$ cat config.mk
export PLATFORM = sky130hd
export DESIGN_NAME = csr_unit
export DESIGN_NICKNAME = d
export VERILOG_FILES = /design/src/csr_isa_pkg.sv /design/src/csr_reg_pkg.sv /design/src/csr_decode.sv /design/src/csr_execute.sv /design/src/csr_regfile.sv /design/src/csr_unit.sv
export VERILOG_INCLUDE_DIRS = /design/src
export SDC_FILE = /design/constraint.sdc
export NUM_CORES = 1
export LEC_CHECK = 0
export ABC_AREA = 1
export BUFFER_PORTS_ARGS = -buffer_cell sky130_fd_sc_hd__buf_2
export CAP_MARGIN = 15
export CORE_MARGIN = 2
export CORE_UTILIZATION = 51
export DETAILED_ROUTE_END_ITERATION = 16
export PLACE_DENSITY = 0.77
export SKIP_CTS_REPAIR_TIMING = 1
export SYNTH_ARGS = -nofsm -noshare
export SYNTH_HDL_FRONTEND = slang
export SYNTH_SLANG_ARGS = --single-unit
export TNS_END_PERCENT = 30
$ cat constraint.sdc
create_clock -name aclk -period 6.86 [get_ports aclk]
set_input_delay 1.372 -clock aclk [delete_from_list [all_inputs] [get_ports aclk]]
set_output_delay 1.372 -clock aclk [all_outputs]
set_load 0.1 [all_outputs]
$ cat src/csr_consts.svh
/* Machine-mode CSR constants for RV32 only. Addresses outside the list below read as zero
   and ignore writes. */

`ifndef CSR_CONSTS_SVH
`define CSR_CONSTS_SVH

// Datapath and field widths
`define CSR_XLEN        32
`define CSR_ADDR_W      12
`define CSR_REG_W       5
`define CSR_FUNCT3_W    3
`define CSR_OPCODE_W    7

// SYSTEM opcode funct3 codes for the Zicsr group
`define CSR_F3_CSRRW    3'b001
`define CSR_F3_CSRRS    3'b010
`define CSR_F3_CSRRC    3'b011
`define CSR_F3_CSRRWI   3'b101
`define CSR_F3_CSRRSI   3'b110
`define CSR_F3_CSRRCI   3'b111

// Machine CSR addresses
`define CSR_ADDR_MSTATUS    12'h300
`define CSR_ADDR_MISA       12'h301
`define CSR_ADDR_MIE        12'h304
`define CSR_ADDR_MTVEC      12'h305
`define CSR_ADDR_MSCRATCH   12'h340
`define CSR_ADDR_MEPC       12'h341
`define CSR_ADDR_MCAUSE     12'h342
`define CSR_ADDR_MTVAL      12'h343
`define CSR_ADDR_MIP        12'h344
`define CSR_ADDR_MHARTID    12'hF14

// Bits kept on mstatus and mepc writes
`define CSR_MSTATUS_WMASK   32'h807F_F9BB
`define CSR_MEPC_WMASK      32'hFFFF_FFFC

// MXL=1 with the I base only
`define CSR_MISA_VALUE      32'h4000_0100

// Interrupt bit positions in mip and mie
`define CSR_MEIP_BIT    11
`define CSR_MTIP_BIT    7
`define CSR_MSIP_BIT    3

// Flops per interrupt pin synchronizer
`define CSR_SYNC_DEPTH  2

`endif

$ cat src/csr_isa_pkg.sv
/* Instruction-side types. The funct3 field stays a plain vector so that
   undefined codes can flow through decode unchanged. */

`include "csr_consts.svh"

package csr_isa_pkg;

    // Zicsr operation codes
    typedef enum logic [`CSR_FUNCT3_W-1:0] {
        csrrw  = `CSR_F3_CSRRW,
        csrrs  = `CSR_F3_CSRRS,
        csrrc  = `CSR_F3_CSRRC,
        csrrwi = `CSR_F3_CSRRWI,
        csrrsi = `CSR_F3_CSRRSI,
        csrrci = `CSR_F3_CSRRCI
    } csr_funct3_e;

    // Bits 19:15 hold rs1 for register forms
    // and the immediate for the I forms
    typedef union packed {
        logic [`CSR_REG_W-1:0] rs1_idx;
        logic [`CSR_REG_W-1:0] zimm;
    } csr_src_u;

    // I-type layout of a SYSTEM instruction
    typedef struct packed {
        logic [`CSR_ADDR_W-1:0]   csr_addr;
        csr_src_u                 src;
        logic [`CSR_FUNCT3_W-1:0] funct3;
        logic [`CSR_REG_W-1:0]    rd;
        logic [`CSR_OPCODE_W-1:0] opcode;
    } csr_instr_t;

    // Captured operation handed from decode to execute
    typedef struct packed {
        logic [`CSR_FUNCT3_W-1:0] funct3;
        csr_src_u                 src;
        logic [`CSR_REG_W-1:0]    rd;
        logic [`CSR_ADDR_W-1:0]   csr_addr;
        logic [`CSR_XLEN-1:0]     rs1_val;
        logic [`CSR_XLEN-1:0]     old_val;
    } csr_op_t;

endpackage

$ cat src/csr_reg_pkg.sv
/* Register-side traffic types. Trap strobes are sampled every clock edge and
   each one is independent of the others. */

`include "csr_consts.svh"

package csr_reg_pkg;

    // Write request into the CSR storage
    typedef struct packed {
        logic                   en;
        logic [`CSR_ADDR_W-1:0] addr;
        logic [`CSR_XLEN-1:0]   data;
    } csr_wr_t;

    // Destination register write back to the core
    typedef struct packed {
        logic                  en;
        logic [`CSR_REG_W-1:0] addr;
        logic [`CSR_XLEN-1:0]  data;
    } rd_wr_t;

    // Trap logic overrides
    typedef struct packed {
        logic                 mepc_wr;
        logic [`CSR_XLEN-1:0] mepc;
        logic                 mstatus_wr;
        logic [`CSR_XLEN-1:0] mstatus;
        logic                 mcause_wr;
        logic [`CSR_XLEN-1:0] mcause;
        logic                 mtval_wr;
        logic [`CSR_XLEN-1:0] mtval;
    } trap_wr_t;

    // Shared bus towards the rest of the core
    typedef struct packed {
        logic [`CSR_XLEN-1:0] mtvec;
        logic [`CSR_XLEN-1:0] mepc;
        logic [`CSR_XLEN-1:0] mstatus;
        logic                 meip;
        logic                 mtip;
        logic                 msip;
    } csr_sb_t;

endpackage

$ cat src/csr_decode.sv
/* One instruction in flight. ready drops for two cycles after each acceptance and
   rs1_val must be valid in the same cycle as rs1_addr. */

`timescale 1ns/10ps

`include "csr_consts.svh"

module csr_decode (
    input  logic                     aclk,
    input  logic                     aresetn,
    input  logic                     valid,
    output logic                     ready,
    input  csr_isa_pkg::csr_instr_t  instbus,
    output logic [`CSR_REG_W-1:0]    rs1_addr,
    input  logic [`CSR_XLEN-1:0]     rs1_val,
    output logic [`CSR_ADDR_W-1:0]   rd_addr,
    input  logic [`CSR_XLEN-1:0]     rd_data,
    output csr_isa_pkg::csr_op_t     op,
    output logic                     issue
);

    typedef enum logic [1:0] {
        st_idle,
        st_compute,
        st_store
    } state_e;

    state_e state_q;
    logic   accept;

    // Register file and CSR lookups run straight off the bus
    assign rs1_addr = instbus.src.rs1_idx;
    assign rd_addr  = instbus.csr_addr;

    assign ready  = (state_q == st_idle);
    assign accept = valid && ready;
    assign issue  = (state_q == st_compute);

    ////////////////////////////////////////////////////////////////////////////
    // Acceptance FSM
    ////////////////////////////////////////////////////////////////////////////

    always_ff @(posedge aclk or negedge aresetn) begin
        if (!aresetn) begin
            state_q <= st_idle;
        end else begin
            case (state_q)
                st_idle: begin
                    if (accept) begin
                        state_q <= st_compute;
                    end
                end
                st_compute: state_q <= st_store;
                // Store cycle lets the CSR write land before the next read
                default: state_q <= st_idle;
            endcase
        end
    end

    // Field capture with the pre-instruction CSR value
    always_ff @(posedge aclk) begin
        if (accept) begin
            op.funct3   <= instbus.funct3;
            op.src      <= instbus.src;
            op.rd       <= instbus.rd;
            op.csr_addr <= instbus.csr_addr;
            op.rs1_val  <= rs1_val;
            op.old_val  <= rd_data;
        end
    end

endmodule

$ cat src/csr_execute.sv
/* Computes the new CSR value one cycle after issue. Undefined funct3 codes
   produce neither a destination write nor a CSR write. */

`timescale 1ns/10ps

`include "csr_consts.svh"

module csr_execute (
    input  logic                  aclk,
    input  logic                  aresetn,
    input  csr_isa_pkg::csr_op_t  op,
    input  logic                  issue,
    output csr_reg_pkg::rd_wr_t   rd_wr,
    output csr_reg_pkg::csr_wr_t  csr_wr
);

    logic                 op_valid;
    logic                 wr_req;
    logic [`CSR_XLEN-1:0] zimm_ext;
    logic [`CSR_XLEN-1:0] new_val;

    logic                 rd_en_q;
    logic                 csr_en_q;
    logic [`CSR_REG_W-1:0] rd_addr_q;
    logic [`CSR_XLEN-1:0] rd_data_q;
    logic [`CSR_ADDR_W-1:0] csr_addr_q;
    logic [`CSR_XLEN-1:0] csr_data_q;

    // Immediate is zero extended to XLEN
    assign zimm_ext = {{(`CSR_XLEN-`CSR_REG_W){1'b0}}, op.src.zimm};

    ////////////////////////////////////////////////////////////////////////////
    // Operation select
    ////////////////////////////////////////////////////////////////////////////

    always_comb begin
        op_valid = 1'b1;
        wr_req   = 1'b1;
        new_val  = op.old_val;
        case (op.funct3)
            csr_isa_pkg::csrrw: new_val = op.rs1_val;
            csr_isa_pkg::csrrs: begin
                // x0 source means read only
                wr_req  = (op.src.rs1_idx != '0);
                new_val = op.old_val | op.rs1_val;
            end
            csr_isa_pkg::csrrc: begin
                wr_req  = (op.src.rs1_idx != '0);
                new_val = op.old_val & ~op.rs1_val;
            end
            csr_isa_pkg::csrrwi: new_val = zimm_ext;
            csr_isa_pkg::csrrsi: begin
                wr_req  = (op.src.zimm != '0);
                new_val = op.old_val | zimm_ext;
            end
            csr_isa_pkg::csrrci: begin
                wr_req  = (op.src.zimm != '0);
                new_val = op.old_val & ~zimm_ext;
            end
            default: begin
                op_valid = 1'b0;
                wr_req   = 1'b0;
            end
        endcase
    end

    // Write enables are single-cycle pulses
    always_ff @(posedge aclk or negedge aresetn) begin
        if (!aresetn) begin
            rd_en_q  <= 1'b0;
            csr_en_q <= 1'b0;
        end else begin
            rd_en_q  <= issue && op_valid;
            csr_en_q <= issue && wr_req;
        end
    end

    always_ff @(posedge aclk) begin
        if (issue) begin
            rd_addr_q  <= op.rd;
            rd_data_q  <= op.old_val;
            csr_addr_q <= op.csr_addr;
            csr_data_q <= new_val;
        end
    end

    assign rd_wr  = '{en: rd_en_q, addr: rd_addr_q, data: rd_data_q};
    assign csr_wr = '{en: csr_en_q, addr: csr_addr_q, data: csr_data_q};

endmodule

$ cat src/csr_regfile.sv
/* Trap writes win over instruction writes in the same cycle. mip ignores
   instruction writes while any synchronized interrupt pin is high. */

`timescale 1ns/10ps

`include "csr_consts.svh"

module csr_regfile #(
    parameter logic [`CSR_XLEN-1:0] hart_id = '0
) (
    input  logic                    aclk,
    input  logic                    aresetn,
    input  csr_reg_pkg::csr_wr_t    csr_wr,
    input  csr_reg_pkg::trap_wr_t   trap_wr,
    input  logic                    ext_irq,
    input  logic                    timer_irq,
    input  logic                    sw_irq,
    input  logic [`CSR_ADDR_W-1:0]  rd_addr,
    output logic [`CSR_XLEN-1:0]    rd_data,
    output csr_reg_pkg::csr_sb_t    csr_sb
);

    logic [`CSR_XLEN-1:0] mstatus_q;
    logic [`CSR_XLEN-1:0] mie_q;
    logic [`CSR_XLEN-1:0] mtvec_q;
    logic [`CSR_XLEN-1:0] mscratch_q;
    logic [`CSR_XLEN-1:0] mepc_q;
    logic [`CSR_XLEN-1:0] mcause_q;
    logic [`CSR_XLEN-1:0] mtval_q;
    logic [`CSR_XLEN-1:0] mip_q;

    // Pin order is ext, timer, sw from the top
    logic [2:0]                           irq_pin;
    logic [2:0][`CSR_SYNC_DEPTH-1:0]      irq_sync_q;
    logic [2:0]                           irq_sync;
    logic [2:0]                           irq_set;

    ////////////////////////////////////////////////////////////////////////////
    // Interrupt synchronizers
    ////////////////////////////////////////////////////////////////////////////

    assign irq_pin = {ext_irq, timer_irq, sw_irq};

    always_ff @(posedge aclk or negedge aresetn) begin
        if (!aresetn) begin
            irq_sync_q <= '0;
        end else begin
            for (int i = 0; i < 3; i++) begin
                irq_sync_q[i] <= {irq_sync_q[i][`CSR_SYNC_DEPTH-2:0], irq_pin[i]};
            end
        end
    end

    always_comb begin
        for (int i = 0; i < 3; i++) begin
            irq_sync[i] = irq_sync_q[i][`CSR_SYNC_DEPTH-1];
        end
    end

    // Only enabled pins raise their pending bit
    assign irq_set = irq_sync & {mie_q[`CSR_MEIP_BIT], mie_q[`CSR_MTIP_BIT],
                                 mie_q[`CSR_MSIP_BIT]};

    ////////////////////////////////////////////////////////////////////////////
    // CSR storage
    ////////////////////////////////////////////////////////////////////////////

    always_ff @(posedge aclk or negedge aresetn) begin
        if (!aresetn) begin
            mstatus_q  <= '0;
            mie_q      <= '0;
            mtvec_q    <= '0;
            mscratch_q <= '0;
            mepc_q     <= '0;
            mcause_q   <= '0;
            mtval_q    <= '0;
        end else begin
            // Instruction writes first so trap strobes override them below
            if (csr_wr.en) begin
                case (csr_wr.addr)
                    `CSR_ADDR_MSTATUS:  mstatus_q  <= csr_wr.data & `CSR_MSTATUS_WMASK;
                    `CSR_ADDR_MIE:      mie_q      <= csr_wr.data;
                    `CSR_ADDR_MTVEC:    mtvec_q    <= csr_wr.data;
                    `CSR_ADDR_MSCRATCH: mscratch_q <= csr_wr.data;
                    `CSR_ADDR_MEPC:     mepc_q     <= csr_wr.data & `CSR_MEPC_WMASK;
                    `CSR_ADDR_MCAUSE:   mcause_q   <= csr_wr.data;
                    `CSR_ADDR_MTVAL:    mtval_q    <= csr_wr.data;
                    default: ;
                endcase
            end
            if (trap_wr.mstatus_wr) mstatus_q <= trap_wr.mstatus & `CSR_MSTATUS_WMASK;
            if (trap_wr.mepc_wr)    mepc_q    <= trap_wr.mepc & `CSR_MEPC_WMASK;
            if (trap_wr.mcause_wr)  mcause_q  <= trap_wr.mcause;
            if (trap_wr.mtval_wr)   mtval_q   <= trap_wr.mtval;
        end
    end

    // Sticky pending bits, software clears them once the pins drop
    always_ff @(posedge aclk or negedge aresetn) begin
        if (!aresetn) begin
            mip_q <= '0;
        end else if (|irq_sync) begin
            if (irq_set[2]) mip_q[`CSR_MEIP_BIT] <= 1'b1;
            if (irq_set[1]) mip_q[`CSR_MTIP_BIT] <= 1'b1;
            if (irq_set[0]) mip_q[`CSR_MSIP_BIT] <= 1'b1;
        end else if (csr_wr.en && (csr_wr.addr == `CSR_ADDR_MIP)) begin
            mip_q <= csr_wr.data;
        end
    end

    ////////////////////////////////////////////////////////////////////////////
    // Read port and shared bus
    ////////////////////////////////////////////////////////////////////////////

    always_comb begin
        case (rd_addr)
            `CSR_ADDR_MSTATUS:  rd_data = mstatus_q;
            `CSR_ADDR_MISA:     rd_data = `CSR_MISA_VALUE;
            `CSR_ADDR_MIE:      rd_data = mie_q;
            `CSR_ADDR_MTVEC:    rd_data = mtvec_q;
            `CSR_ADDR_MSCRATCH: rd_data = mscratch_q;
            `CSR_ADDR_MEPC:     rd_data = mepc_q;
            `CSR_ADDR_MCAUSE:   rd_data = mcause_q;
            `CSR_ADDR_MTVAL:    rd_data = mtval_q;
            `CSR_ADDR_MIP:      rd_data = mip_q;
            `CSR_ADDR_MHARTID:  rd_data = hart_id;
            default:            rd_data = '0;
        endcase
    end

    assign csr_sb = '{mtvec:   mtvec_q,
                      mepc:    mepc_q,
                      mstatus: mstatus_q,
                      meip:    mip_q[`CSR_MEIP_BIT],
                      mtip:    mip_q[`CSR_MTIP_BIT],
                      msip:    mip_q[`CSR_MSIP_BIT]};

endmodule

$ cat src/csr_unit.sv
/* Machine-mode CSR unit, one instruction every three cycles at best.
   Interrupt pins may be asynchronous to aclk. */

`timescale 1ns/10ps

`include "csr_consts.svh"

module csr_unit #(
    parameter logic [`CSR_XLEN-1:0] hart_id = '0
) (
    input  logic                     aclk,
    input  logic                     aresetn,
    // Instruction handshake
    input  logic                     valid,
    output logic                     ready,
    input  csr_isa_pkg::csr_instr_t  instbus,
    // Core register file access
    output logic [`CSR_REG_W-1:0]    rs1_addr,
    input  logic [`CSR_XLEN-1:0]     rs1_val,
    output csr_reg_pkg::rd_wr_t      rd_wr,
    // Trap and interrupt inputs
    input  csr_reg_pkg::trap_wr_t    trap_wr,
    input  logic                     ext_irq,
    input  logic                     timer_irq,
    input  logic                     sw_irq,
    output csr_reg_pkg::csr_sb_t     csr_sb
);

    csr_isa_pkg::csr_op_t   op;
    logic                   issue;
    csr_reg_pkg::csr_wr_t   csr_wr;
    logic [`CSR_ADDR_W-1:0] rd_addr;
    logic [`CSR_XLEN-1:0]   rd_data;

    // Accept and capture
    csr_decode u_decode (
        .aclk     (aclk),
        .aresetn  (aresetn),
        .valid    (valid),
        .ready    (ready),
        .instbus  (instbus),
        .rs1_addr (rs1_addr),
        .rs1_val  (rs1_val),
        .rd_addr  (rd_addr),
        .rd_data  (rd_data),
        .op       (op),
        .issue    (issue)
    );

    // New value and write pulses
    csr_execute u_execute (
        .aclk    (aclk),
        .aresetn (aresetn),
        .op      (op),
        .issue   (issue),
        .rd_wr   (rd_wr),
        .csr_wr  (csr_wr)
    );

    csr_regfile #(
        .hart_id (hart_id)
    ) u_regfile (
        .aclk      (aclk),
        .aresetn   (aresetn),
        .csr_wr    (csr_wr),
        .trap_wr   (trap_wr),
        .ext_irq   (ext_irq),
        .timer_irq (timer_irq),
        .sw_irq    (sw_irq),
        .rd_addr   (rd_addr),
        .rd_data   (rd_data),
        .csr_sb    (csr_sb)
    );

endmodule

======== After elaboration in Yosys (flattened, before gate mapping) ========
Index checks and enable logic that the tools add are counted.
storage, ports and cells
  register bits after elaboration ......... 436
  input bits .............................. 202
  memories ................................ 0
  memory bits (read-only) ................. 0
  bits in writable memories ............... 0
  bits in latches ......................... 0
cells by class
  multiplexer cells ....................... 25
  equal/unequal tests ..................... 28
  divide/modulo/power cells ............... 0
  $lt $le $gt $ge ......................... 0
  $mul .................................... 0
  shifts and indexed selects .............. 0
  add/subtract/negate cells ............... 0
  reduce and logical (&&, ||, !) cells .... 30
  bitwise operators ....................... 8
operators with widths
  operator              number
  $mux 32               12
  $pmux 32 s9           1
  $eq 12x10->1 const B  17
  $pmux 32 s6           1
  $and 32x32->32        2
  $not 32->32           1
  $not 5->32            1
  $or 32x32->32         1
  $or 32x5->32          1
  $reduce_and 2->1      11
  $reduce_bool 2->1     9
  $mux 12               1
  $eq 3x3->1 const B    3
  $mux 1                7
  $eq 3x2->1 const B    2
  $ne 2x1->1 const B    3
  $reduce_or 6->1       1
  $reduce_bool 5->1     1
  $logic_and 1x1->1     4
  $pmux 2 s2            1
  $reduce_or 4->1       1
  $and 3x3->3           1
  $eq 3x1->1 const B    1
  $reduce_or 3->1       1
  7 further kinds       7

======== Longest topological paths before layout ========
Gate-level depths: netlist of the first run.
  depth in word-level cells ............... 4
  mapped depth ............................ 10
  mapped depth without buffers ............ 9

======== Hierarchy ========
Synthesis of the first run repeated with hierarchy kept, for this count alone.
second synthesis, totals
  cells, all modules ...................... 2,117
  area, all modules ....................... 18,893.1 µm²
modules (own cells, without submodules)
  module       cells each  area each (µm²)  times used  seq. area each (µm²)
  csr_regfile  1,698       12,548.3         1           6,206.0
  csr_execute  302         3,455.8          1           2,482.4
  csr_decode   117         2,889.0          1           2,722.6

======== Least setup slack after synthesis of the first run ========
Ideal clock, no wire load.
  path kind ............................... in2reg
  start ................................... input valid
  end ..................................... register u_decode.op[0] (netlist name)
  path buffers ............................ 0
  arrival time ............................ 7.770 ns
  slack ................................... -1.573 ns
  data required time ...................... 6.197 ns
  stages on the path ...................... 1
  cell sequence ........................... nor3b_1
between the ends
  cells in the longest elaborated chain, start to end .. 1
RTL lines
  element             line              source
  start: declaration  csr_unit.sv:14    input logic valid,
  $logic_and 1x1->1   csr_decode.sv:36  assign accept = valid && ready;
Every way passes these cells.
A chain may end at the register's enable or synchronous reset.

======== Worst setup path after layout of the first run ========
  start ................................... input instbus[31] (netlist bit)
  end ..................................... register u_decode.op[14] (netlist name)
between the ends
  cells in the longest elaborated chain, start to end .. 2
  elaborated cells between the ends (all ways) .. 10
  classes of those cells .................. eq/ne (9); mux (1)
RTL lines
  element             line                source
  start: declaration  csr_unit.sv:16      input csr_isa_pkg::csr_instr_t instbus,
  $eq 12x10->1        csr_regfile.sv:116  case (rd_addr)
  $pmux 32 s9 *       csr_regfile.sv:116
  via rd_data[14]     csr_unit.sv:33      logic [`CSR_XLEN-1:0] rd_data;
The timed path passes the listed nets; every way through them passes the cells marked *.

==> impl_table.tex, run 1 <==
\begin{tabular}{lr}
\hline
Metric & Value \\
\hline
\multicolumn{2}{l}{\textbf{Drt}} \\
Detailed Routing Iterations Pass 1 & 8 \\
Average via count per standard cell & 5.93 \\
DR iter-0 viols & 2480 \\
Drt total wl & 62.3 mm \\
DR vias & 16767 \\
Antenna Nets Post-Route & 0 \\
WL/cell & 22.0 um \\
Number of design rule violations left after detail routing & 0 \\
\multicolumn{2}{l}{\textbf{Yosys}} \\
Synth area leaders & dfrtp\_1, edfxtp\_1, nand2\_1, o21ai\_0, nand3\_1 \\
Cell Area, Synth & 18900 um2 \\
Seq/Total Area, Yosys & 0.604 \\
Count of distinct cell types in the synthesized netlist & 27 \\
Library cell with the largest summed area after synthesis & dfrtp\_1 \\
Share of the synthesized area in compound gates (AO/OA/AOI/OAI) & 0.0964 \\
Post-synthesis instance total & 2081 \\
Synth Area per Inst & 9.07 um2 \\
Xor and xnor area share after synthesis & 0 \\
Largest family of logic cells by synthesized area & simple AND/OR/NAND/NOR gates \\
Count of state elements after synthesis & 422 \\
Area share of and/or/nand/nor cells after synthesis & 0.243 \\
Ys Warns & 0 \\
Top-area cell type share of the netlist area & 0.334 \\
Multiplexer area fraction after synthesis & 0 \\
Synthesized-area fraction occupied by adder cells & 0 \\
\multicolumn{2}{l}{\textbf{Critical path}} \\
Critical R2R Launch & u\_execute.csr\_addr\_q[5]\$\_DFFE\_PP\_ \\
Arr. time, crit path & 4.08 ns \\
Critical R2R Capture & u\_regfile.mcause\_q[13]\$\_DFFE\_PN0P\_ \\
Last element of the critical path & u\_decode.op[14]\$\_DFFE\_PP\_ \\
Setup CP Type & in -> reg \\
Worst Setup End Kind & flop \\
Required time reported for the critical path endpoint & 7.30 ns \\
Start point of the critical path & instbus[31] \\
Depth of the worst register-to-register path & 8 \\
Worst reg2reg setup slack & 4.09 ns \\
Startpoint type of the worst setup path & primary input \\
Max FO, Critical Path & 38 \\
\multicolumn{2}{l}{\textbf{Floorplan}} \\
Core Footprint & 36500 um2 \\
FP Rows & 70 \\
Area of the die & 38600 um2 \\
Die Y & 196 um \\
Starting density of the core & 0.517 \\
Top-level I/O count & 345 \\
Chip Width & 196 um \\
\multicolumn{2}{l}{\textbf{Global route}} \\
Overall track demand over capacity in global routing & 0.319 \\
Met1 Usage GRT & 0.475 \\
Via count of the first global-routing pass & 15213 \\
Antenna violations before repair & 2 \\
Global-route wire length before repair & 93.3 mm \\
Largest net degree at the start of global routing & 96 \\
Routing layer with the top usage in global route & met1 \\
Grt met3 use & 0.0845 \\
GR Overflow Total & 0 \\
GR met2 Demand/Resource & 0.453 \\
\multicolumn{2}{l}{\textbf{Power}} \\
Power per cell area & 287 nW/um2 \\
IR Drop Worst-Case VDD & 0.000217 V \\
Leakage power of the design & 10.3 nW \\
Power consumption & 0.00634 W \\
\multicolumn{2}{l}{\textbf{CTS}} \\
CTS tree & yes \\
Clock Path Buffers & 3 \\
CTS sink count & 422 \\
Num CTS Buffers & 44 \\
Insertion delay to the later sink of the worst-skew pair & 0.58 ns \\
Clock-pin transition on the worst setup and hold timing paths & 0.06 ns \\
Number of levels the H-tree was split into & 2 \\
CTS root buf & clkbuf\_16 \\
\multicolumn{2}{l}{\textbf{Place}} \\
Post-DP HPWL & 42.5 mm \\
Number of buffers added on ports & 309 \\
RD Place Congestion & 0.957 \\
Cell area after placement & 20600 um2 \\
\multicolumn{2}{l}{\textbf{Hold path}} \\
Worst Hold Launch & u\_regfile.irq\_sync\_q[0]\$\_DFF\_PN0\_ \\
Class of the worst hold path & reg -> reg \\
\multicolumn{2}{l}{\textbf{STA}} \\
Min Tclk post-route & 3.64 ns \\
Unrepaired setup endpoints after global routing & no \\
Setup TNS after final layout & 0 ns \\
Final clock skew & 0.0261 ns \\
Total of endpoints with negative setup slack in the final report & 0 \\
Worst rel slew slack & 0.326 \\
Ratio of final minimum period to clock period & 0.530 \\
Number of hold violations in the final report & 0 \\
Peak clock frequency supported by timing & 275 MHz \\
Slew @ Worst Pin & 1.01 ns \\
Slew Limit Fails & 0 \\
\multicolumn{2}{l}{\textbf{Layout}} \\
Multi-input gate area & 6520 um2 \\
Final standard cell area without fillers & 22100 um2 \\
Layout filler cell count & 3127 \\
\# nets final & 2526 \\
Layout cells sized above 1 & 0.180 \\
Sequential cell area & 11400 um2 \\
Area delta synth->final & 17.1\% \\
\multicolumn{2}{l}{\textbf{Outcome}} \\
Status & completed \\
\multicolumn{2}{l}{\textbf{Run}} \\
Maximum capacitance violations & 0 \\
\hline
\end{tabular}
[cell usage after synthesis]
| library cell | n |
|---|---|
| nand4_1 | 90 |
| inv_1 | 93 |
| conb_1 | 1 |
| a21oi_1 | 36 |
| buf_1 | 15 |
| o211ai_1 | 6 |
| buf_4 | 23 |
| and3_1 | 10 |
| clkbuf_1 | 95 |
| o21ai_0 | 272 |
| o221ai_1 | 1 |
| o21ai_1 | 42 |
| nand3_1 | 264 |
| clkinv_1 | 4 |
| inv_2 | 1 |
| nor3b_1 | 2 |
| nand2_1 | 542 |
| o21a_1 | 2 |
| nor3_1 | 9 |
| edfxtp_1 | 170 |
| buf_2 | 21 |
| or2_2 | 1 |
| nand2_2 | 5 |
| nor2_1 | 118 |
| dfrtp_1 | 252 |
| nor2_2 | 3 |
| nor3_4 | 3 |
[per-stage QoR]
step | cells | hold slack [ns] | setup slack, ns | util
detailed placement | 2744 | 0.336 | 2.72 | 0.565
finish | 2828 | 0.348 | 3.22 | 0.605
global route | 2828 | 0.350 | 3.09 | 0.605
global placement | 2744 | 0.336 | 2.78 | 0.565
CTS | 2825 | 0.349 | 3.29 | 0.604
floorplan | 2094 | 0.331 | 1.58 | -
[power breakdown]
group / leakage (nW) / switching (W) / internal, W
combinational: 4.65 / 0.000846 / 0.000165
clock: 0.699 / 0.00101 / 0.00137
sequential: 4.93 / 0.000118 / 0.00283
[critical path, stage by stage]
cell	delay (ns)
buf_2	0.11
nor2_1	0.09
nand2_1	0.38
nor2_4	0.21
buf_4	0.39
nand3_1	0.70
o21ai_0	0.65
nor2_1	0.07
nand2_1	0.08
[worst min-delay path by stage]
| stage | end | slack (ns) | depth (start not counted) |
|---|---|---|---|
| 5_1_grt | u_regfile.irq_sync[1]$_DFF_PN0_ | 0.35 | 0 |
| 3_3_place_gp | u_regfile.irq_sync[0]$_DFF_PN0_ | 0.34 | 0 |
| 6_report | u_regfile.irq_sync[0]$_DFF_PN0_ | 0.35 | 0 |
| 4_1_cts | u_regfile.irq_sync[1]$_DFF_PN0_ | 0.35 | 0 |
| 2_1_floorplan | u_regfile.irq_sync[0]$_DFF_PN0_ | 0.33 | 0 |
| 3_5_place_dp | u_regfile.irq_sync[1]$_DFF_PN0_ | 0.34 | 0 |
[per-layer routing]
layer | part of all wire | up-vias
li1 | - | 7549
met1 | 0.41 | 8034
met2 | 0.43 | 1074
met3 | 0.13 | 108
met4 | 0.032 | 2
met5 | 0.00021 | -
[registers in the layout, indices dropped and copies added, names as in the netlist, 3 cells and up]
name / flops
u_decode.op: 89
u_execute.csr_addr_q: 12
u_execute.csr_data_q: 32
u_execute.rd_addr_q: 5
u_execute.rd_data_q: 32
u_regfile.irq_sync: 3
u_regfile.irq_sync_q: 3
u_regfile.mcause_q: 32
u_regfile.mepc_q: 30
u_regfile.mie_q: 32
u_regfile.mip_q: 32
u_regfile.mscratch_q: 32
u_regfile.mstatus_q: 20
u_regfile.mtval_q: 32
u_regfile.mtvec_q: 32
[layout make-up]
class	count	share of cell area
diodes	1	0.000113
clock buffers	66	0.0581
clock inverters	15	0.00600
inverters	98	0.0166
multi-input cells	1420	0.295
flip-flops and latches	422	0.516
well taps	468	0.0265
repair buffers	338	0.0817
[cells in the final DEF (no fill, tap or decap), drive strengths merged, types with 6 or more instances in the layout]
cell,synthesis,routed
inv,94,96
nand3,264,264
conb,1,14
nand4,90,90
clkbuf,95,66
buf,59,338
nand2,547,547
nor3,12,12
nor2,121,121
clkinv,4,14
and3,10,10
o21ai,314,314
a21oi,36,36
o211ai,6,6
edfxtp,170,170
dfrtp,252,252
[cell families (layout without fill, tap and decap cells)]
group                  after synthesis  after routing
AO/OA/AOI/OAI                      359            359
buffers and inverters              252            517
flip-flops                         422            422
other                                1             15
AND/OR/NAND/NOR                   1047           1047
Note: power is estimated with default switching activity, not from simulation.
==> run 2: changes to the inputs <==
--- a/config.mk
+++ b/config.mk
@@ -10,9 +10,9 @@
 export BUFFER_PORTS_ARGS = -buffer_cell sky130_fd_sc_hd__buf_2
 export CAP_MARGIN = 15
 export CORE_MARGIN = 2
-export CORE_UTILIZATION = 51
+export CORE_UTILIZATION = 56
 export DETAILED_ROUTE_END_ITERATION = 16
-export PLACE_DENSITY = 0.77
+export PLACE_DENSITY = 0.8
 export SKIP_CTS_REPAIR_TIMING = 1
 export SYNTH_ARGS = -nofsm -noshare
 export SYNTH_HDL_FRONTEND = slang
==> constraint.sdc (replaced) <==
create_clock -name aclk -period 3.7 [get_ports aclk]
set_input_delay 0.74 -clock aclk [delete_from_list [all_inputs] [get_ports aclk]]
set_output_delay 0.74 -clock aclk [all_outputs]
set_load 0.1 [all_outputs]
==> run 2 against run 1 <==
Compared with the run above: clock skew is 0.0088 ns lower; sequential share of layout area fell by 0.17 points; cell count decreased by 0.21%; clock-buffer cell count up 1; utilization grew 5.9 points; critical path depth fell by 1.
==> impl_table.tex, run 2 (synthesis gave the netlist of run 1 again) <==
\begin{tabular}{lr}
\hline
Metric & Value \\
\hline
\multicolumn{2}{l}{\textbf{Layout}} \\
Fraction of the core area covered by cells at the end of the flow & 0.665 (was 0.605) \\
Most frequent cells in the layout & nand2\_1, buf\_2, o21ai\_0 (unchanged) \\
\# nets final & 2540 (was 2526) \\
Layout filler cell count & 2752 (was 3127) \\
Area delta synth->final & 17.5\% (was 17.1\%) \\
Most frequent standard cell in the layout excluding fill and tap cells & nand2\_1 (unchanged) \\
Max FFs per register & 89 (unchanged) \\
Most flops, register & u\_decode.op (unchanged) \\
Layout cells sized above 1 & 0.185 (was 0.180) \\
\multicolumn{2}{l}{\textbf{Drt}} \\
Detailed Routing Iterations Pass 1 & 6 (was 8) \\
DR vias & 16956 (was 16767) \\
Average via count per standard cell & 6.01 (was 5.93) \\
Antenna Nets Post-Route & 0 (unchanged) \\
WL/cell & 21.4 um (was 22.0 um) \\
Drt total wl & 60.5 mm (was 62.3 mm) \\
DR iter-0 viols & 2445 (was 2480) \\
Number of design rule violations left after detail routing & 0 (unchanged) \\
\multicolumn{2}{l}{\textbf{STA}} \\
Slew @ Worst Pin & 1.12 ns (was 1.01 ns) \\
Hold WS & 0.171 ns (was 0.348 ns) \\
Setup slack of the critical path after layout & 1.18 ns (was 3.22 ns) \\
Number of hold violations in the final report & 0 (unchanged) \\
Setup TNS after final layout & 0 ns (unchanged) \\
Total of endpoints with negative setup slack in the final report & 0 (unchanged) \\
Peak clock frequency supported by timing & 397 MHz \\
Unrepaired setup endpoints after global routing & no (unchanged) \\
Worst rel slew slack & 0.249 (was 0.326) \\
Slew Limit Fails & 0 (unchanged) \\
Final clock skew & 0.0173 ns (was 0.0261 ns) \\
Ratio of final minimum period to clock period & 0.681 \\
Min Tclk post-route & 2.52 ns \\
\multicolumn{2}{l}{\textbf{Global route}} \\
Overall track demand over capacity in global routing & 0.341 (was 0.319) \\
Largest net degree at the start of global routing & 88 (was 96) \\
Antenna violations before repair & 4 (was 2) \\
Via count of the first global-routing pass & 15590 (was 15213) \\
Global-route wire length before repair & 92.1 mm (was 93.3 mm) \\
GR Overflow Total & 0 (unchanged) \\
\multicolumn{2}{l}{\textbf{Power}} \\
Power per cell area & 527 nW/um2 (was 287 nW/um2) \\
Leakage power of the design & 10.3 nW (about the same) \\
IR Drop Worst-Case VDD & 0.000380 V (was 0.000217 V) \\
\multicolumn{2}{l}{\textbf{Critical path}} \\
Critical-path cell list & nor2\_1 > nand3\_1 > nor3\_4 > buf\_4 > nand2\_2 > nand2\_2 > nand2\_1 > o21ai\_1 (was buf\_2 > nor2\_1 > nand2\_1 > nor2\_4 > buf\_4 > nand3\_1 > o21ai\_0 > nor2\_1 > nand2\_1) \\
Arr. time, crit path & 2.97 ns (was 4.08 ns) \\
Required time reported for the critical path endpoint & 4.15 ns (was 7.30 ns) \\
Start point of the critical path & u\_execute.csr\_addr\_q[4]\$\_DFFE\_PP\_ (was instbus[31]) \\
Max FO, Critical Path & 34 (was 38) \\
Most frequent cell on the critical path & nand2\_2 \\
Startpoint type of the worst setup path & flop (was primary input) \\
Worst Setup End Kind & flop (unchanged) \\
Critical R2R Launch & u\_execute.csr\_addr\_q[4]\$\_DFFE\_PP\_ (was u\_execute.csr\_addr\_q[5]\$\_DFFE\_PP\_) \\
Crit path max-delay cell type & nand2\_2 (was nand3\_1) \\
CP peak stage delay & 0.62 ns (was 0.70 ns) \\
Setup CP Type & reg -> reg (was in -> reg) \\
\multicolumn{2}{l}{\textbf{Place}} \\
RD Place Congestion & 0.967 (was 0.957) \\
Setup WS pre-CTS & 0.961 ns (was 2.72 ns) \\
Number of buffers added on ports & 309 (unchanged) \\
Post-DP HPWL & 41.7 mm (was 42.5 mm) \\
\multicolumn{2}{l}{\textbf{CTS}} \\
Insertion delay to the later sink of the worst-skew pair & 0.55 ns (was 0.58 ns) \\
Number of levels the H-tree was split into & 2 (unchanged) \\
CTS tree & yes (unchanged) \\
Clock Path Buffers & 3 (unchanged) \\
Clock-pin transition on the worst setup and hold timing paths & 0.06 ns (about the same) \\
Num CTS Buffers & 44 (unchanged) \\
CTS root buf & clkbuf\_16 (unchanged) \\
CTS sink count & 422 (unchanged) \\
\multicolumn{2}{l}{\textbf{Floorplan}} \\
Die Y & 188 um (was 196 um) \\
Area of the die & 35200 um2 (was 38600 um2) \\
Top-level I/O count & 345 (unchanged) \\
Core Footprint & 33400 um2 (was 36500 um2) \\
Chip Width & 188 um (was 196 um) \\
FP Rows & 67 (was 70) \\
Starting density of the core & 0.566 (was 0.517) \\
\multicolumn{2}{l}{\textbf{Outcome}} \\
Status & completed (unchanged) \\
\multicolumn{2}{l}{\textbf{Run}} \\
Maximum capacitance violations & 0 (unchanged) \\
\multicolumn{2}{l}{\textbf{Hold path}} \\
Class of the worst hold path & in -> async (was reg -> reg) \\
\hline
\end{tabular}
## run 2: critical path, delay by kind of cell (launching register included)
kind	cells	cell delay, ns
AOI/OAI and AO/OA	1	0.12
buffers and inverters	1	0.31
DFF	1	0.36
and+or+nand+nor	6	1.61
## run 2: area by class of cell
cell class / instances / area [um2] / share of cell area
clock inverter: 12 / 83.8 / 0.00378
antenna: 3 / 7.51 / 0.000338
inverter: 98 / 368 / 0.0166
timing repair buffer: 352 / 1920 / 0.0864
clock buffer: 67 / 1320 / 0.0596
sequential: 422 / 11400 / 0.514
multi-input combinational: 1420 / 6520 / 0.294
tap: 448 / 561 / 0.0253
## run 2: layer usage
metal,vias up,GRT usage,routed length [um]
met4,0,0.151,2920
met3,170,0.0867,7800
li1,7590,-,-
met2,1189,0.477,25100
met1,8007,0.503,24600
met5,-,0,0
## run 2: where the power goes
| part | internal (W) | leakage (nW) | switching (W) | total [W] |
|---|---|---|---|---|
| clock network | 0.00253 | 0.700 | 0.00182 | 0.00434 |
| registers | 0.00525 | 4.93 | 0.000231 | 0.00548 |
| logic | 0.000316 | 4.72 | 0.00155 | 0.00187 |
| total | 0.00809 | 10.3 | 0.00360 | 0.0117 |
## run 2: final timing paths
path                                                        to  slack, ns  depth (start not counted)
setup / recovery            u_regfile.mcause_q[13]$_DFFE_PN0P_       1.18                          8
hold / removal             u_regfile.mstatus_q[14]$_DFFE_PN0P_       0.17                          1
setup reg to reg            u_regfile.mcause_q[13]$_DFFE_PN0P_       1.18                          8
hold reg to reg                u_regfile.irq_sync[2]$_DFF_PN0_       0.35                          0
max in group asynchronous   u_regfile.mcause_q[31]$_DFFE_PN0P_       2.66                          2
min in group aclk            u_regfile.irq_sync_q[2]$_DFF_PN0_       0.30                          1
## run 2: metrics by stage
step                total power [W]  std cells  area (um2)
global route                 0.0120       2822       22200
finish                       0.0117       2822       22200
CTS                          0.0117       2819       22200
global placement            0.00736       2740       20800
floorplan                   0.00682       2094       18900
detailed placement          0.00740       2740       20800
==> run 3: changes to the inputs <==
--- a/config.mk
+++ b/config.mk
@@ -10,9 +10,9 @@
 export BUFFER_PORTS_ARGS = -buffer_cell sky130_fd_sc_hd__buf_2
 export CAP_MARGIN = 15
 export CORE_MARGIN = 2
-export CORE_UTILIZATION = 56
+export CORE_UTILIZATION = 51
 export DETAILED_ROUTE_END_ITERATION = 16
-export PLACE_DENSITY = 0.8
+export PLACE_DENSITY = 0.77
 export SKIP_CTS_REPAIR_TIMING = 1
 export SYNTH_ARGS = -nofsm -noshare
 export SYNTH_HDL_FRONTEND = slang
==> constraint.sdc (replaced) <==
create_clock -name aclk -period 2.1 [get_ports aclk]
set_input_delay 0.42 -clock aclk [delete_from_list [all_inputs] [get_ports aclk]]
set_output_delay 0.42 -clock aclk [all_outputs]
set_load 0.1 [all_outputs]
==> run 3 against run 2 <==
Compared with the run above: total power up 81%; critical endpoint is now ready; combinational power grew 83%; clock power up 85%; cell count up 2.5%; critical path type is now reg -> out.
==> impl_table.tex, run 3 (synthesis gave the netlist of run 1 again) <==
\begin{tabular}{lr}
\hline
Metric & Value \\
\hline
\multicolumn{2}{l}{\textbf{Outcome}} \\
Status & completed (unchanged) \\
\multicolumn{2}{l}{\textbf{Critical path}} \\
Crit path max-delay cell type & dfrtp\_1 (was nand2\_2) \\
Category of cells accounting for the largest share of critical-path delay & flip-flops (was simple AND/OR/NAND/NOR gates) \\
Start point of the critical path & u\_decode.state\_q[1]\$\_DFFE\_PN0P\_ (was u\_execute.csr\_addr\_q[4]\$\_DFFE\_PP\_) \\
Critical path depth & 2 (was 8) \\
Startpoint type of the worst setup path & flop (unchanged) \\
Critical-path cell list & nor2\_1 > buf\_2 (was nor2\_1 > nand3\_1 > nor3\_4 > buf\_4 > nand2\_2 > nand2\_2 > nand2\_1 > o21ai\_1) \\
Arr. time, crit path & 1.57 ns (was 2.97 ns) \\
Critical path buffers and inverters & 1 (unchanged) \\
Setup CP Type & reg -> out (was reg -> reg) \\
Max FO, Critical Path & 5 (was 34) \\
Critical R2R Capture & u\_regfile.mtval\_q[22]\$\_DFFE\_PN0P\_ (was u\_regfile.mcause\_q[13]\$\_DFFE\_PN0P\_) \\
CP peak stage delay & 0.46 ns (was 0.62 ns) \\
Worst reg2reg setup slack & 0.19 ns (was 1.18 ns) \\
Critical R2R Launch & u\_execute.csr\_addr\_q[5]\$\_DFFE\_PP\_ (was u\_execute.csr\_addr\_q[4]\$\_DFFE\_PP\_) \\
Worst Setup End Kind & output port (was flop) \\
Required time reported for the critical path endpoint & 1.68 ns (was 4.15 ns) \\
Last element of the critical path & ready (was u\_regfile.mcause\_q[13]\$\_DFFE\_PN0P\_) \\
Depth of the worst register-to-register path & 8 (unchanged) \\
\multicolumn{2}{l}{\textbf{Power}} \\
Switching Power & 0.00649 W (was 0.00360 W) \\
Power per cell area & 922 nW/um2 (was 527 nW/um2) \\
IR Drop Worst-Case VDD & 0.000567 V (was 0.000380 V) \\
Internal Pwr Total & 0.0146 W (was 0.00809 W) \\
Share of power burned in registers & 0.458 (was 0.469) \\
Clock share of power & 0.380 (was 0.371) \\
Share of power burned in combinational logic & 0.162 (was 0.160) \\
Sw frac & 0.307 (was 0.308) \\
Leakage power of the design & 10.7 nW (was 10.3 nW) \\
\multicolumn{2}{l}{\textbf{Drt}} \\
Number of design rule violations left after detail routing & 0 (unchanged) \\
Average via count per standard cell & 5.89 (was 6.01) \\
Detailed Routing Iterations Pass 1 & 6 (unchanged) \\
DR iter-0 viols & 2059 (was 2445) \\
WL/cell & 21.7 um (was 21.4 um) \\
DR vias & 17041 (was 16956) \\
Antenna Nets Post-Route & 0 (unchanged) \\
Drt total wl & 62.8 mm (was 60.5 mm) \\
\multicolumn{2}{l}{\textbf{STA}} \\
Final clock skew & 0.0143 ns (was 0.0173 ns) \\
Slew @ Worst Pin & 0.644 ns (was 1.12 ns) \\
Min Tclk post-route & 1.99 ns \\
Total of endpoints with negative setup slack in the final report & 0 (unchanged) \\
Worst rel slew slack & 0.571 (was 0.249) \\
Peak clock frequency supported by timing & 501 MHz \\
Setup TNS after final layout & 0 ns (unchanged) \\
Number of hold violations in the final report & 0 (unchanged) \\
Slew Limit Fails & 0 (unchanged) \\
Ratio of final minimum period to clock period & 0.950 \\
Unrepaired setup endpoints after global routing & no (unchanged) \\
\multicolumn{2}{l}{\textbf{Layout}} \\
Final Instance Count excl. Fillers & 2892 (was 2822) \\
Most flops, register & u\_decode.op (unchanged) \\
Fraction of the core area covered by cells at the end of the flow & 0.627 (was 0.665) \\
Most frequent cells in the layout & nand2\_1, buf\_2, o21ai\_0 (unchanged) \\
Layout filler cell count & 3048 (was 2752) \\
Most frequent standard cell in the layout excluding fill and tap cells & nand2\_1 (unchanged) \\
Layout cells sized above 1 & 0.202 (was 0.185) \\
Area delta synth->final & 21.3\% (was 17.5\%) \\
Final standard cell area without fillers & 22900 um2 (was 22200 um2) \\
\# nets final & 2590 (was 2540) \\
Max FFs per register & 89 (unchanged) \\
\multicolumn{2}{l}{\textbf{Global route}} \\
Overall track demand over capacity in global routing & 0.323 (was 0.341) \\
Global-route wire length before repair & 94.1 mm (was 92.1 mm) \\
Largest net degree at the start of global routing & 76 (was 88) \\
Antenna violations before repair & 1 (was 4) \\
Via count of the first global-routing pass & 15637 (was 15590) \\
GR Overflow Total & 0 (unchanged) \\
\multicolumn{2}{l}{\textbf{CTS}} \\
CTS sink count & 422 (unchanged) \\
Num CTS Buffers & 45 (was 44) \\
Number of levels the H-tree was split into & 2 (unchanged) \\
Clock Path Buffers & 3 (unchanged) \\
Clock-pin transition on the worst setup and hold timing paths & 0.06 ns (about the same) \\
CTS tree & yes (unchanged) \\
CTS root buf & clkbuf\_16 (unchanged) \\
Insertion delay to the later sink of the worst-skew pair & 0.57 ns (was 0.55 ns) \\
\multicolumn{2}{l}{\textbf{Place}} \\
Number of buffers added on ports & 309 (unchanged) \\
Cell area after placement & 21400 um2 (was 20800 um2) \\
Cell Count Post-Placement & 2805 (was 2740) \\
RD Place Congestion & 0.939 (was 0.967) \\
Post-DP HPWL & 45.5 mm (was 41.7 mm) \\
\multicolumn{2}{l}{\textbf{Floorplan}} \\
FP Rows & 70 (was 67) \\
Chip Width & 196 um (was 188 um) \\
Die Y & 196 um (was 188 um) \\
Area of the die & 38600 um2 (was 35200 um2) \\
Core Footprint & 36500 um2 (was 33400 um2) \\
Starting density of the core & 0.517 (was 0.566) \\
Top-level I/O count & 345 (unchanged) \\
\multicolumn{2}{l}{\textbf{Hold path}} \\
Class of the worst hold path & in -> reg (was in -> async) \\
Worst Hold Launch & rs1\_val[18] \\
\multicolumn{2}{l}{\textbf{Run}} \\
Maximum capacitance violations & 0 (unchanged) \\
\hline
\end{tabular}
[run 3: power by group through the flow]
stage | Sequential, W | Combinational (W) | Clock (W)
2_1_floorplan | 0.0109 | 0.00108 | 0
3_3_place_gp | 0.00978 | 0.00335 | 0
3_5_place_dp | 0.00979 | 0.00339 | 0
4_1_cts | 0.00965 | 0.00340 | 0.00811
5_1_grt | 0.00970 | 0.00361 | 0.00842
6_report | 0.00967 | 0.00343 | 0.00803
[run 3: through the flow]
stage | power [W] | setup WS (ns) | hold slack, ns
3_3_place_gp | 0.0131 | 0.0633 | 0.333
4_1_cts | 0.0212 | 0.0851 | -0.247
5_1_grt | 0.0217 | 0.0358 | 0.0129
2_1_floorplan | 0.0120 | -1.06 | 0.124
3_5_place_dp | 0.0132 | 0.0330 | 0.339
6_report | 0.0211 | 0.105 | 0.0245
[run 3: area by class of cell]
class	count	area (um2)	share of cell area
diodes	1	2.50	0.000109
clock buffers	64	1320	0.0576
clock inverters	18	178	0.00776
inverters	98	368	0.0161
multi-input cells	1420	6520	0.285
flip-flops and latches	422	11400	0.498
well taps	468	586	0.0256
repair buffers	401	2520	0.110
[run 3: how the worst min path moves through the flow]
stage,slack [ns],to,cells past startpoint
3_5_place_dp,0.34,u_regfile.irq_sync[1]$_DFF_PN0_,0
6_report,0.02,u_decode.op[50]$_DFFE_PP_,1
3_3_place_gp,0.33,u_regfile.irq_sync[0]$_DFF_PN0_,0
2_1_floorplan,0.12,u_decode.state_q[0]$_DFFE_PN0P_,0
5_1_grt,0.01,u_decode.op[77]$_DFFE_PP_,1
4_1_cts,-0.25,u_regfile.mstatus_q[18]$_DFFE_PN0P_,1
[run 3: metal layers]
layer	wire, um	vias to the layer above	track usage
met3	7050	131	0.0666
met5	0	-	0
li1	-	7687	-
met2	27500	1010	0.473
met1	26000	8213	0.478
met4	2250	0	0.117
